--- config.mk ---
export PLATFORM = sky130hd
export DESIGN_NAME = frame_relay
export DESIGN_NICKNAME = d
export VERILOG_FILES = /design/src/frame_pkg.sv /design/src/link_pkg.sv /design/src/frame_checker.sv /design/src/frame_relay.sv /design/src/frame_rx.sv /design/src/frame_tx.sv /design/src/sync_fifo.sv
export VERILOG_INCLUDE_DIRS = /design/src /design/src/src
export SDC_FILE = /design/constraint.sdc
export NUM_CORES = 1
export LEC_CHECK = 0
export BUFFER_PORTS_ARGS = -buffer_cell sky130_fd_sc_hd__buf_2
export CAP_MARGIN = 20
export CORE_MARGIN = 2
export CORE_UTILIZATION = 28
export CTS_CLUSTER_DIAMETER = 200
export CTS_CLUSTER_SIZE = 16
export DETAILED_ROUTE_END_ITERATION = 6
export GPL_ROUTABILITY_DRIVEN = 0
export GPL_TIMING_DRIVEN = 0
export HOLD_SLACK_MARGIN = 0.05
export PLACE_DENSITY_LB_ADDON = 0.25
export SLEW_MARGIN = 20
export SYNTH_ARGS = -nofsm -noshare
export SYNTH_HDL_FRONTEND = slang
export SYNTH_SLANG_ARGS = --single-unit
--- constraint.sdc ---
create_clock -name clk -period 5.7 [get_ports clk]
set_input_delay 1.14 -clock clk [delete_from_list [all_inputs] [get_ports clk]]
set_output_delay 1.14 -clock clk [all_outputs]
set_load 0.02 [all_outputs]
--- src/frame_macros.svh ---
// FRAME_WORD_W must stay 16 so the header fields fill one word. FIFO_DEPTH must be at least 2
`ifndef FRAME_MACROS_SVH
`define FRAME_MACROS_SVH

// Width of one frame word on both links
`define FRAME_WORD_W 16

// Entries between receiver and checker
`define FIFO_DEPTH 8

// Level values run from 0 up to FIFO_DEPTH inclusive
`define FIFO_LEVEL_W ($clog2(`FIFO_DEPTH) + 1)

`endif

--- src/frame_pkg.sv ---
// Header layout is fixed at 4 kind bits and 12 len bits and needs a 16-bit frame word
`default_nettype none
`include "frame_macros.svh"

package frame_pkg;

        // Header field widths
        localparam int HDR_KIND_W = 4;
        localparam int HDR_LEN_W  = 12;

        // One raw word as it travels through the FIFO
        typedef logic [`FRAME_WORD_W-1:0] frame_data_t;

        typedef logic [HDR_KIND_W-1:0] frame_kind_t;
        typedef logic [HDR_LEN_W-1:0]  frame_len_t;

        // Header word with kind in the upper nibble
        typedef struct packed {
                frame_kind_t kind;
                // Number of payload words that follow
                frame_len_t  len;
        } frame_hdr_t;

        // Same word seen as payload bits or as a header
        typedef union packed {
                frame_data_t raw;
                frame_hdr_t  hdr;
        } frame_word_u;

        // Word appended after each payload, XOR of header and payload words
        typedef frame_data_t frame_csum_t;

endpackage

`default_nettype wire

--- src/link_pkg.sv ---
// Level fields follow FIFO_LEVEL_W and assume the FIFO is built with FIFO_DEPTH entries
`default_nettype none
`include "frame_macros.svh"

package link_pkg;

        // Item from checker to output side
        typedef struct packed {
                frame_pkg::frame_data_t word;
                logic                   is_header;
                // Set only on the appended checksum word
                logic                   is_check;
        } tx_item_t;

        // Fill report of the FIFO
        typedef struct packed {
                logic [`FIFO_LEVEL_W-1:0] level;
                // Highest level seen since reset
                logic [`FIFO_LEVEL_W-1:0] max_level;
        } fifo_status_t;

endpackage

`default_nettype wire

--- src/frame_checker.sv ---
// Headers are trusted. Frame length comes from len with no check for malformed frames
`default_nettype none
`timescale 1ns/1ps

module frame_checker (
        input  logic                   clk,
        input  logic                   rst_n,
        input  logic                   empty,
        input  frame_pkg::frame_data_t data_out,
        input  logic                   item_taken,
        output logic                   pop,
        output link_pkg::tx_item_t     item,
        output logic                   item_valid
);

        import frame_pkg::*;

        typedef enum logic [1:0] {
                ST_HEADER,
                ST_PAYLOAD,
                ST_CHECK
        } chk_state_t;

        chk_state_t  state;
        logic        rd_pending;
        frame_word_u rd_word;
        frame_len_t  remain;
        frame_csum_t csum;

        // One read in flight and none while an item waits downstream
        assign pop = !empty && !item_valid && !rd_pending;

        always_comb begin
                rd_word.raw = data_out;
        end

        always_ff @(posedge clk or negedge rst_n) begin
                if (!rst_n) begin
                        state      <= ST_HEADER;
                        rd_pending <= 1'b0;
                        item_valid <= 1'b0;
                        remain     <= '0;
                        csum       <= '0;
                end else begin
                        rd_pending <= pop;
                        if (rd_pending) begin
                                item_valid <= 1'b1;
                                csum       <= csum ^ rd_word.raw;
                                if (state == ST_HEADER) begin
                                        // Empty frame goes straight to its checksum
                                        remain <= rd_word.hdr.len;
                                        state  <= (rd_word.hdr.len == '0) ? ST_CHECK : ST_PAYLOAD;
                                end else begin
                                        remain <= remain - 1'b1;
                                        if (remain == frame_len_t'(1)) begin
                                                state <= ST_CHECK;
                                        end
                                end
                        end else if (item_taken) begin
                                if (state == ST_CHECK) begin
                                        // Checksum replaces the taken word without a pop
                                        csum  <= '0;
                                        state <= ST_HEADER;
                                end else begin
                                        item_valid <= 1'b0;
                                end
                        end
                end
        end

        // Holding register for the outgoing item
        always_ff @(posedge clk) begin
                if (rd_pending) begin
                        item.word      <= rd_word.raw;
                        item.is_header <= (state == ST_HEADER);
                        item.is_check  <= 1'b0;
                end else if (item_taken && (state == ST_CHECK)) begin
                        item.word      <= csum;
                        item.is_header <= 1'b0;
                        item.is_check  <= 1'b1;
                end
        end

endmodule

`default_nettype wire

--- src/frame_relay.sv ---
// Both links are assumed synchronous to clk. status reports levels of the internal FIFO
`default_nettype none
`timescale 1ns/1ps
`include "frame_macros.svh"

module frame_relay (
        input  logic                   clk,
        input  logic                   rst_n,
        input  logic                   in_req,
        input  frame_pkg::frame_data_t in_word,
        input  logic                   out_ack,
        output logic                   in_ack,
        output logic                   out_req,
        output link_pkg::tx_item_t     out_item,
        output link_pkg::fifo_status_t status
);

        import frame_pkg::*;
        import link_pkg::*;

        // Receiver to FIFO
        frame_data_t data_in;
        logic        push;
        logic        full;

        // FIFO to checker
        frame_data_t data_out;
        logic        pop;
        logic        empty;

        // Checker to sender
        tx_item_t    item;
        logic        item_valid;
        logic        item_taken;

        frame_rx u_rx (
                .clk     (clk),
                .rst_n   (rst_n),
                .in_req  (in_req),
                .in_word (in_word),
                .full    (full),
                .in_ack  (in_ack),
                .push    (push),
                .data_in (data_in)
        );

        sync_fifo #(
                .WIDTH (`FRAME_WORD_W),
                .DEPTH (`FIFO_DEPTH)
        ) u_fifo (
                .clk      (clk),
                .rst_n    (rst_n),
                .push     (push),
                .data_in  (data_in),
                .pop      (pop),
                .data_out (data_out),
                .full     (full),
                .empty    (empty),
                .status   (status)
        );

        frame_checker u_chk (
                .clk        (clk),
                .rst_n      (rst_n),
                .empty      (empty),
                .data_out   (data_out),
                .item_taken (item_taken),
                .pop        (pop),
                .item       (item),
                .item_valid (item_valid)
        );

        frame_tx u_tx (
                .clk        (clk),
                .rst_n      (rst_n),
                .item       (item),
                .item_valid (item_valid),
                .out_ack    (out_ack),
                .item_taken (item_taken),
                .out_req    (out_req),
                .out_item   (out_item)
        );

endmodule

`default_nettype wire

--- src/frame_rx.sv ---
// Producer is assumed synchronous to clk. in_req is sampled without a synchronizer
`default_nettype none
`timescale 1ns/1ps

module frame_rx (
        input  logic                   clk,
        input  logic                   rst_n,
        input  logic                   in_req,
        input  frame_pkg::frame_data_t in_word,
        input  logic                   full,
        output logic                   in_ack,
        output logic                   push,
        output frame_pkg::frame_data_t data_in
);

        typedef enum logic {
                RX_IDLE,
                RX_ACK
        } rx_state_t;

        rx_state_t state;

        // Accept a fresh request only with room in the FIFO
        assign push    = in_req && (state == RX_IDLE) && !full;
        assign data_in = in_word;
        assign in_ack  = (state == RX_ACK);

        always_ff @(posedge clk or negedge rst_n) begin
                if (!rst_n) begin
                        state <= RX_IDLE;
                end else begin
                        case (state)
                                RX_IDLE: begin
                                        // Word goes into the FIFO on this edge
                                        if (push) begin
                                                state <= RX_ACK;
                                        end
                                end
                                RX_ACK: begin
                                        // Hold ack until the producer drops req
                                        if (!in_req) begin
                                                state <= RX_IDLE;
                                        end
                                end
                                default: begin
                                        state <= RX_IDLE;
                                end
                        endcase
                end
        end

endmodule

`default_nettype wire

--- src/frame_tx.sv ---
// Consumer is assumed synchronous to clk. One item is on the output link at a time
`default_nettype none
`timescale 1ns/1ps

module frame_tx (
        input  logic               clk,
        input  logic               rst_n,
        input  link_pkg::tx_item_t item,
        input  logic               item_valid,
        input  logic               out_ack,
        output logic               item_taken,
        output logic               out_req,
        output link_pkg::tx_item_t out_item
);

        typedef enum logic [1:0] {
                TX_IDLE,
                TX_REQ,
                TX_DONE
        } tx_state_t;

        tx_state_t state;

        // Take a new item only between exchanges
        assign item_taken = item_valid && (state == TX_IDLE);
        assign out_req    = (state == TX_REQ);

        always_ff @(posedge clk or negedge rst_n) begin
                if (!rst_n) begin
                        state <= TX_IDLE;
                end else begin
                        case (state)
                                TX_IDLE: begin
                                        if (item_taken) begin
                                                state <= TX_REQ;
                                        end
                                end
                                TX_REQ: begin
                                        if (out_ack) begin
                                                state <= TX_DONE;
                                        end
                                end
                                TX_DONE: begin
                                        // Consumer must release ack before the next item
                                        if (!out_ack) begin
                                                state <= TX_IDLE;
                                        end
                                end
                                default: begin
                                        state <= TX_IDLE;
                                end
                        endcase
                end
        end

        // Item stays stable for the whole exchange
        always_ff @(posedge clk) begin
                if (item_taken) begin
                        out_item <= item;
                end
        end

endmodule

`default_nettype wire

--- src/sync_fifo.sv ---
// Registered read only. Push while full and pop while empty are ignored. DEPTH must match FIFO_DEPTH
`default_nettype none
`timescale 1ns/1ps
`include "frame_macros.svh"

module sync_fifo #(
        parameter int WIDTH = `FRAME_WORD_W,
        parameter int DEPTH = `FIFO_DEPTH
) (
        input  logic                   clk,
        input  logic                   rst_n,
        input  logic                   push,
        input  logic [WIDTH-1:0]       data_in,
        input  logic                   pop,
        output logic [WIDTH-1:0]       data_out,
        output logic                   full,
        output logic                   empty,
        output link_pkg::fifo_status_t status
);

        localparam int PTR_W = (DEPTH > 1) ? $clog2(DEPTH) : 1;
        localparam int LVL_W = `FIFO_LEVEL_W;

        // Last pointer value before wrapping
        localparam logic [PTR_W-1:0] PTR_LAST = PTR_W'(DEPTH - 1);
        localparam logic [LVL_W-1:0] LVL_FULL = LVL_W'(DEPTH);

        logic [WIDTH-1:0] mem [DEPTH];
        logic [PTR_W-1:0] wr_ptr;
        logic [PTR_W-1:0] rd_ptr;
        logic [LVL_W-1:0] count;
        logic [LVL_W-1:0] next_count;
        logic [LVL_W-1:0] max_count;
        logic             wr_en;
        logic             rd_en;

        assign wr_en = push && !full;
        assign rd_en = pop && !empty;

        assign full  = (count == LVL_FULL);
        assign empty = (count == '0);

        assign status = '{level: count, max_level: max_count};

        always_ff @(posedge clk) begin
                if (wr_en) begin
                        mem[wr_ptr] <= data_in;
                end
        end

        // Circular pointers
        always_ff @(posedge clk or negedge rst_n) begin
                if (!rst_n) begin
                        wr_ptr <= '0;
                        rd_ptr <= '0;
                end else begin
                        if (wr_en) begin
                                wr_ptr <= (wr_ptr == PTR_LAST) ? '0 : wr_ptr + 1'b1;
                        end
                        if (rd_en) begin
                                rd_ptr <= (rd_ptr == PTR_LAST) ? '0 : rd_ptr + 1'b1;
                        end
                end
        end

        // Read data lands one cycle after the pop
        always_ff @(posedge clk) begin
                if (rd_en) begin
                        data_out <= mem[rd_ptr];
                end
        end

        always_comb begin
                case ({wr_en, rd_en})
                        2'b10:   next_count = count + 1'b1;
                        2'b01:   next_count = count - 1'b1;
                        default: next_count = count;
                endcase
        end

        // Level and high-water mark
        always_ff @(posedge clk or negedge rst_n) begin
                if (!rst_n) begin
                        count     <= '0;
                        max_count <= '0;
                end else begin
                        count <= next_count;
                        if (next_count > max_count) begin
                                max_count <= next_count;
                        end
                end
        end

endmodule

`default_nettype wire
==> reports/metrics.cfg <==
[status]
status = complete, no violations

[cts]
number_of_gates_resized_after_cts = 0
clkSinkCount = 229
hold_buffers = 0
cts.reportedPaths.clkPinSlew_ns = 0.07
h-tree-depth = 1
cts_tree = yes
post_cts.repair.setup_buffers = 0
worst_skew_pair.late_latency_ns = 0.51
clock_path_buffers = 3
clock_tree.root_cell = sky130_fd_sc_hd__clkbuf_16
cts_made_buffers = 18

[yosys]
synth-compound-area-share_pct = 5.33
post-synth-top-count-cell = sky130_fd_sc_hd__edfxtp_1
ys_dominant_reg_cell = sky130_fd_sc_hd__edfxtp_1
dominant_combinational_cell_family_by_area_after_synthesis = multiplexers
post_synth_most_frequent_cells = 179 x sky130_fd_sc_hd__edfxtp_1, 50 x sky130_fd_sc_hd__nand2_1, 49 x sky130_fd_sc_hd__dfrtp_1, 44 x sky130_fd_sc_hd__o21ai_0, 32 x sky130_fd_sc_hd__mux4_2
synthCells = 561
synth.ff_latch_count = 229
synth-adder-area-share_pct = 1.99
synth_warnings = 0
synth.cell_area_sq_mm = 0.00920
synth.net_count = 595
async_set_or_reset_flop_fraction_in_the_synthesized_netlist_pct = 21.4
yosys.cell_types.count = 45
synth_xor_xnor_area_share_pct = 1.71
synth-simple-area-share_pct = 6.51
netlist.area_leader.share_pct = 58.4
yosysTopAreaCell = sky130_fd_sc_hd__edfxtp_1
ys_top_cells_by_area = sky130_fd_sc_hd__edfxtp_1 58%, sky130_fd_sc_hd__dfrtp_1 13%, sky130_fd_sc_hd__mux4_2 7.8%, sky130_fd_sc_hd__mux2_2 3.2%, sky130_fd_sc_hd__o21ai_0 2.4%
synth-seq-area-share_pct = 72.0
number_of_synthesized_flops_with_an_enable_pin = 179
synthesis.area_per_instance_sq_um = 16.4
synthMuxAreaShare_pct = 11.0

[cells_and_area]
synthesis_to_finish_area_growth_pct = 16.3
filler_cell_count = 3091
multi_input_area_sq_mm = 0.00248
nNetsFinal = 678
layout_cell_share_with_drive_strength_beyond_1_pct = 24.3
finish.utilization_pct = 33.0
area.sequential_sq_mm = 0.00662

[power_and_ir_drop]
seqPwrFrac_pct = 45.3
switching_share_of_power_pct = 34.8
max-vdd-ir-drop_v = 0.000235
netsw_mw = 2.04
cellLeakagePower_nw = 3.74
power.share.clock_pct = 20.2
power_density_mw_per_mm2 = 546
internal_power_mw = 3.81
overall_power_after_layout_mw = 5.85
pwr-share-comb_pct = 34.5

[floorplanning]
row_count = 66
initial_util_pct = 28.3
core_area_sq_mm = 0.0325
fp.dieArea_sq_mm = 0.0343
die_w_um = 185
die_h_um = 185
total_i_o_pin_count = 48

[setup_path]
critical_path.max_fanout = 10
slowest_stage = sky130_fd_sc_hd__nor4_1
path_cells = nor4_1 -> nor3_2 -> buf_4 -> ha_1 -> ha_1 -> a21oi_1 -> a21boi_0 -> nor3_1 -> xor2_1 -> ha_1 -> a21oi_1 -> o21ai_0 -> nand2_1 -> mux2_2
timing.critical_path.from_type = flip-flop
max_stage_delay_ns = 0.58
cp_data_required_time_ns = 6.08
setup.worst_path.end_class = flip-flop
crit_path_frequent_cell = sky130_fd_sc_hd__ha_1
worst_ep_arrival_time_ns = 4.39
setup.worst_path.class = flip-flop to flip-flop

[sta]
fmax_mhz = 249
grt_setup_unrepaired = no
max-slew-margin-rel_pct = 40.6
setup_total_negative_slack_ns = 0
period_share_pct = 70.3
report.final.hold_viol_count = 0
postLayoutSetupSlackWorst_ns = 1.69
number_of_failing_setup_endpoints_in_the_final_timing_report = 0
fin_hold_ws_ns = 0.420
final.setup_skew_ns = 0.0170
period_minus_slack_ns = 4.01
drv_slew = 0
max_slew.worst_pin.slew_ns = 0.892

[route]
first_pass_iters = 5
drt-vias-per-instance = 4.51
vias = 4954
drt.antenna.violating_nets = 0
remaining_drc_errors = 0
wire_length_reported_by_the_detailed_router_um = 19200
wire_per_inst_um = 17.5
initialDrtViolationCount = 404

[placed_design]
hpwl_after_dpl_um = 13400
port-buffer-count = 47
place_worst_setup_slack_ns = 1.28

[global_routing]
grt_use_total_pct = 11.6
number_of_antenna_violations_at_the_first_check_in_global_routing = 0
number_of_global_route_vias_before_repair = 5429
grt-ovfl-total = 0
pin_count_of_the_biggest_net_entering_global_routing = 50
grt_first_pass_wirelength_um = 30500

[job]
cap_viol_max_count = 0

[worst_hold_path]
min-delay-path-class = flip-flop to flip-flop

==> flip-flops by register name (all words and copies together), names as in the netlist <==
| register | count |
|---|---|
| u_chk.csum | 16 |
| u_rx.in_ack | 1 |
| u_tx.out_item | 18 |
| u_chk.item | 18 |
| u_fifo.mem | 128 |
| u_chk.state | 2 |
| u_chk.remain | 12 |
| u_chk.item_valid | 1 |
| u_chk.rd_pending | 1 |
| u_tx.state | 2 |
| u_fifo.max_count | 4 |
| u_fifo.count | 4 |
| u_fifo.wr_ptr | 3 |
| u_fifo.rd_ptr | 3 |
| u_fifo.data_out | 16 |
==> layout by cell type (no fill, tap or decap), types with 6 or more instances in the layout <==
master                      Yosys  final
sky130_fd_sc_hd__a21oi_1       17     17
sky130_fd_sc_hd__buf_2          3     52
sky130_fd_sc_hd__buf_4          0     11
sky130_fd_sc_hd__clkbuf_1      19     30
sky130_fd_sc_hd__clkbuf_16      0     18
sky130_fd_sc_hd__dfrtp_1       49     49
sky130_fd_sc_hd__edfxtp_1     179    179
sky130_fd_sc_hd__ha_1          13     13
sky130_fd_sc_hd__inv_1         12     12
sky130_fd_sc_hd__mux2_2        26     26
sky130_fd_sc_hd__mux4_2        32     32
sky130_fd_sc_hd__nand2_1       50     50
sky130_fd_sc_hd__nand2b_1      22     22
sky130_fd_sc_hd__nor2_1        14     11
sky130_fd_sc_hd__nor3_1        11      6
sky130_fd_sc_hd__nor3_2         1      6
sky130_fd_sc_hd__nor4_1         7      6
sky130_fd_sc_hd__o21ai_0       44     44
sky130_fd_sc_hd__xor2_1        16     16
==> layer usage <==
metal | global-route usage (%) | routed length, um
met4 | 2.86 | 386
met2 | 21.0 | 9870
met1 | 14.1 | 8150
met5 | 0 | 0
met3 | 2.16 | 770
==> power groups by stage <==
stage / combinational [mW] / clock (mW) / sequential (mW)
floorplan: 1.33 / 0 / 2.69
global placement: 1.90 / 0 / 2.66
detailed placement: 2.04 / 0 / 2.68
CTS: 2.05 / 1.22 / 2.65
global route: 2.25 / 1.29 / 2.70
finish: 2.02 / 1.18 / 2.65
==> cells by family (layout without fill, tap and decap cells) <==
kind of cell	count (synthesis)	count (layout)
flip-flops	229	229
AND/OR/NAND/NOR	121	121
AO/OA/AOI/OAI	86	86
multiplexers	58	58
buffers and inverters	35	129
XOR/XNOR	18	18
adder cells (fa/ha/maj)	14	14
other	0	1
==> metrics by stage <==
step | instance area (sq um) | std cells
floorplan | 9200 | 561
global placement | 9990 | 1050
detailed placement | 10200 | 1066
CTS | 10700 | 1097
global route | 10700 | 1097
finish | 10700 | 1098
==> worst max-delay path: cells and delay by family (launching register included) <==
kind	cells	cell delay, ns
AOI/OAI and AO/OA	4	0.54
adders and majority gates	3	0.93
muxes	1	0.36
buffers and inverters	1	0.20
DFF	1	0.46
and+or+nand+nor	4	1.08
xor gates and xnor gates	1	0.32
==> area by class of cell <==
type	count	share of cell area (%)
antenna	1	0.0234
clock inverter	2	0.433
multi-input combinational	297	23.2
buffer	23	0.842
tap	442	5.17
sequential	229	61.9
timing repair buffer	63	3.45
inverter	12	0.421
clock buffer	29	4.59
==> final timing paths <==
check                                 from                   to  slack (ns)  cells after the start
min                          u_chk.item[9]     u_tx.out_item[9]        0.42                      0
max                        u_fifo.count[0]  u_fifo.max_count[1]        1.69                     14
min in group asynchronous            rst_n          u_rx.in_ack        0.63                      1
min reg2reg                  u_chk.item[9]     u_tx.out_item[9]        0.42                      0
max reg2reg                u_fifo.count[0]  u_fifo.max_count[1]        1.69                     14
max in group asynchronous            rst_n        u_chk.csum[9]        4.58                      1
Power figures use the tool's default switching activity.
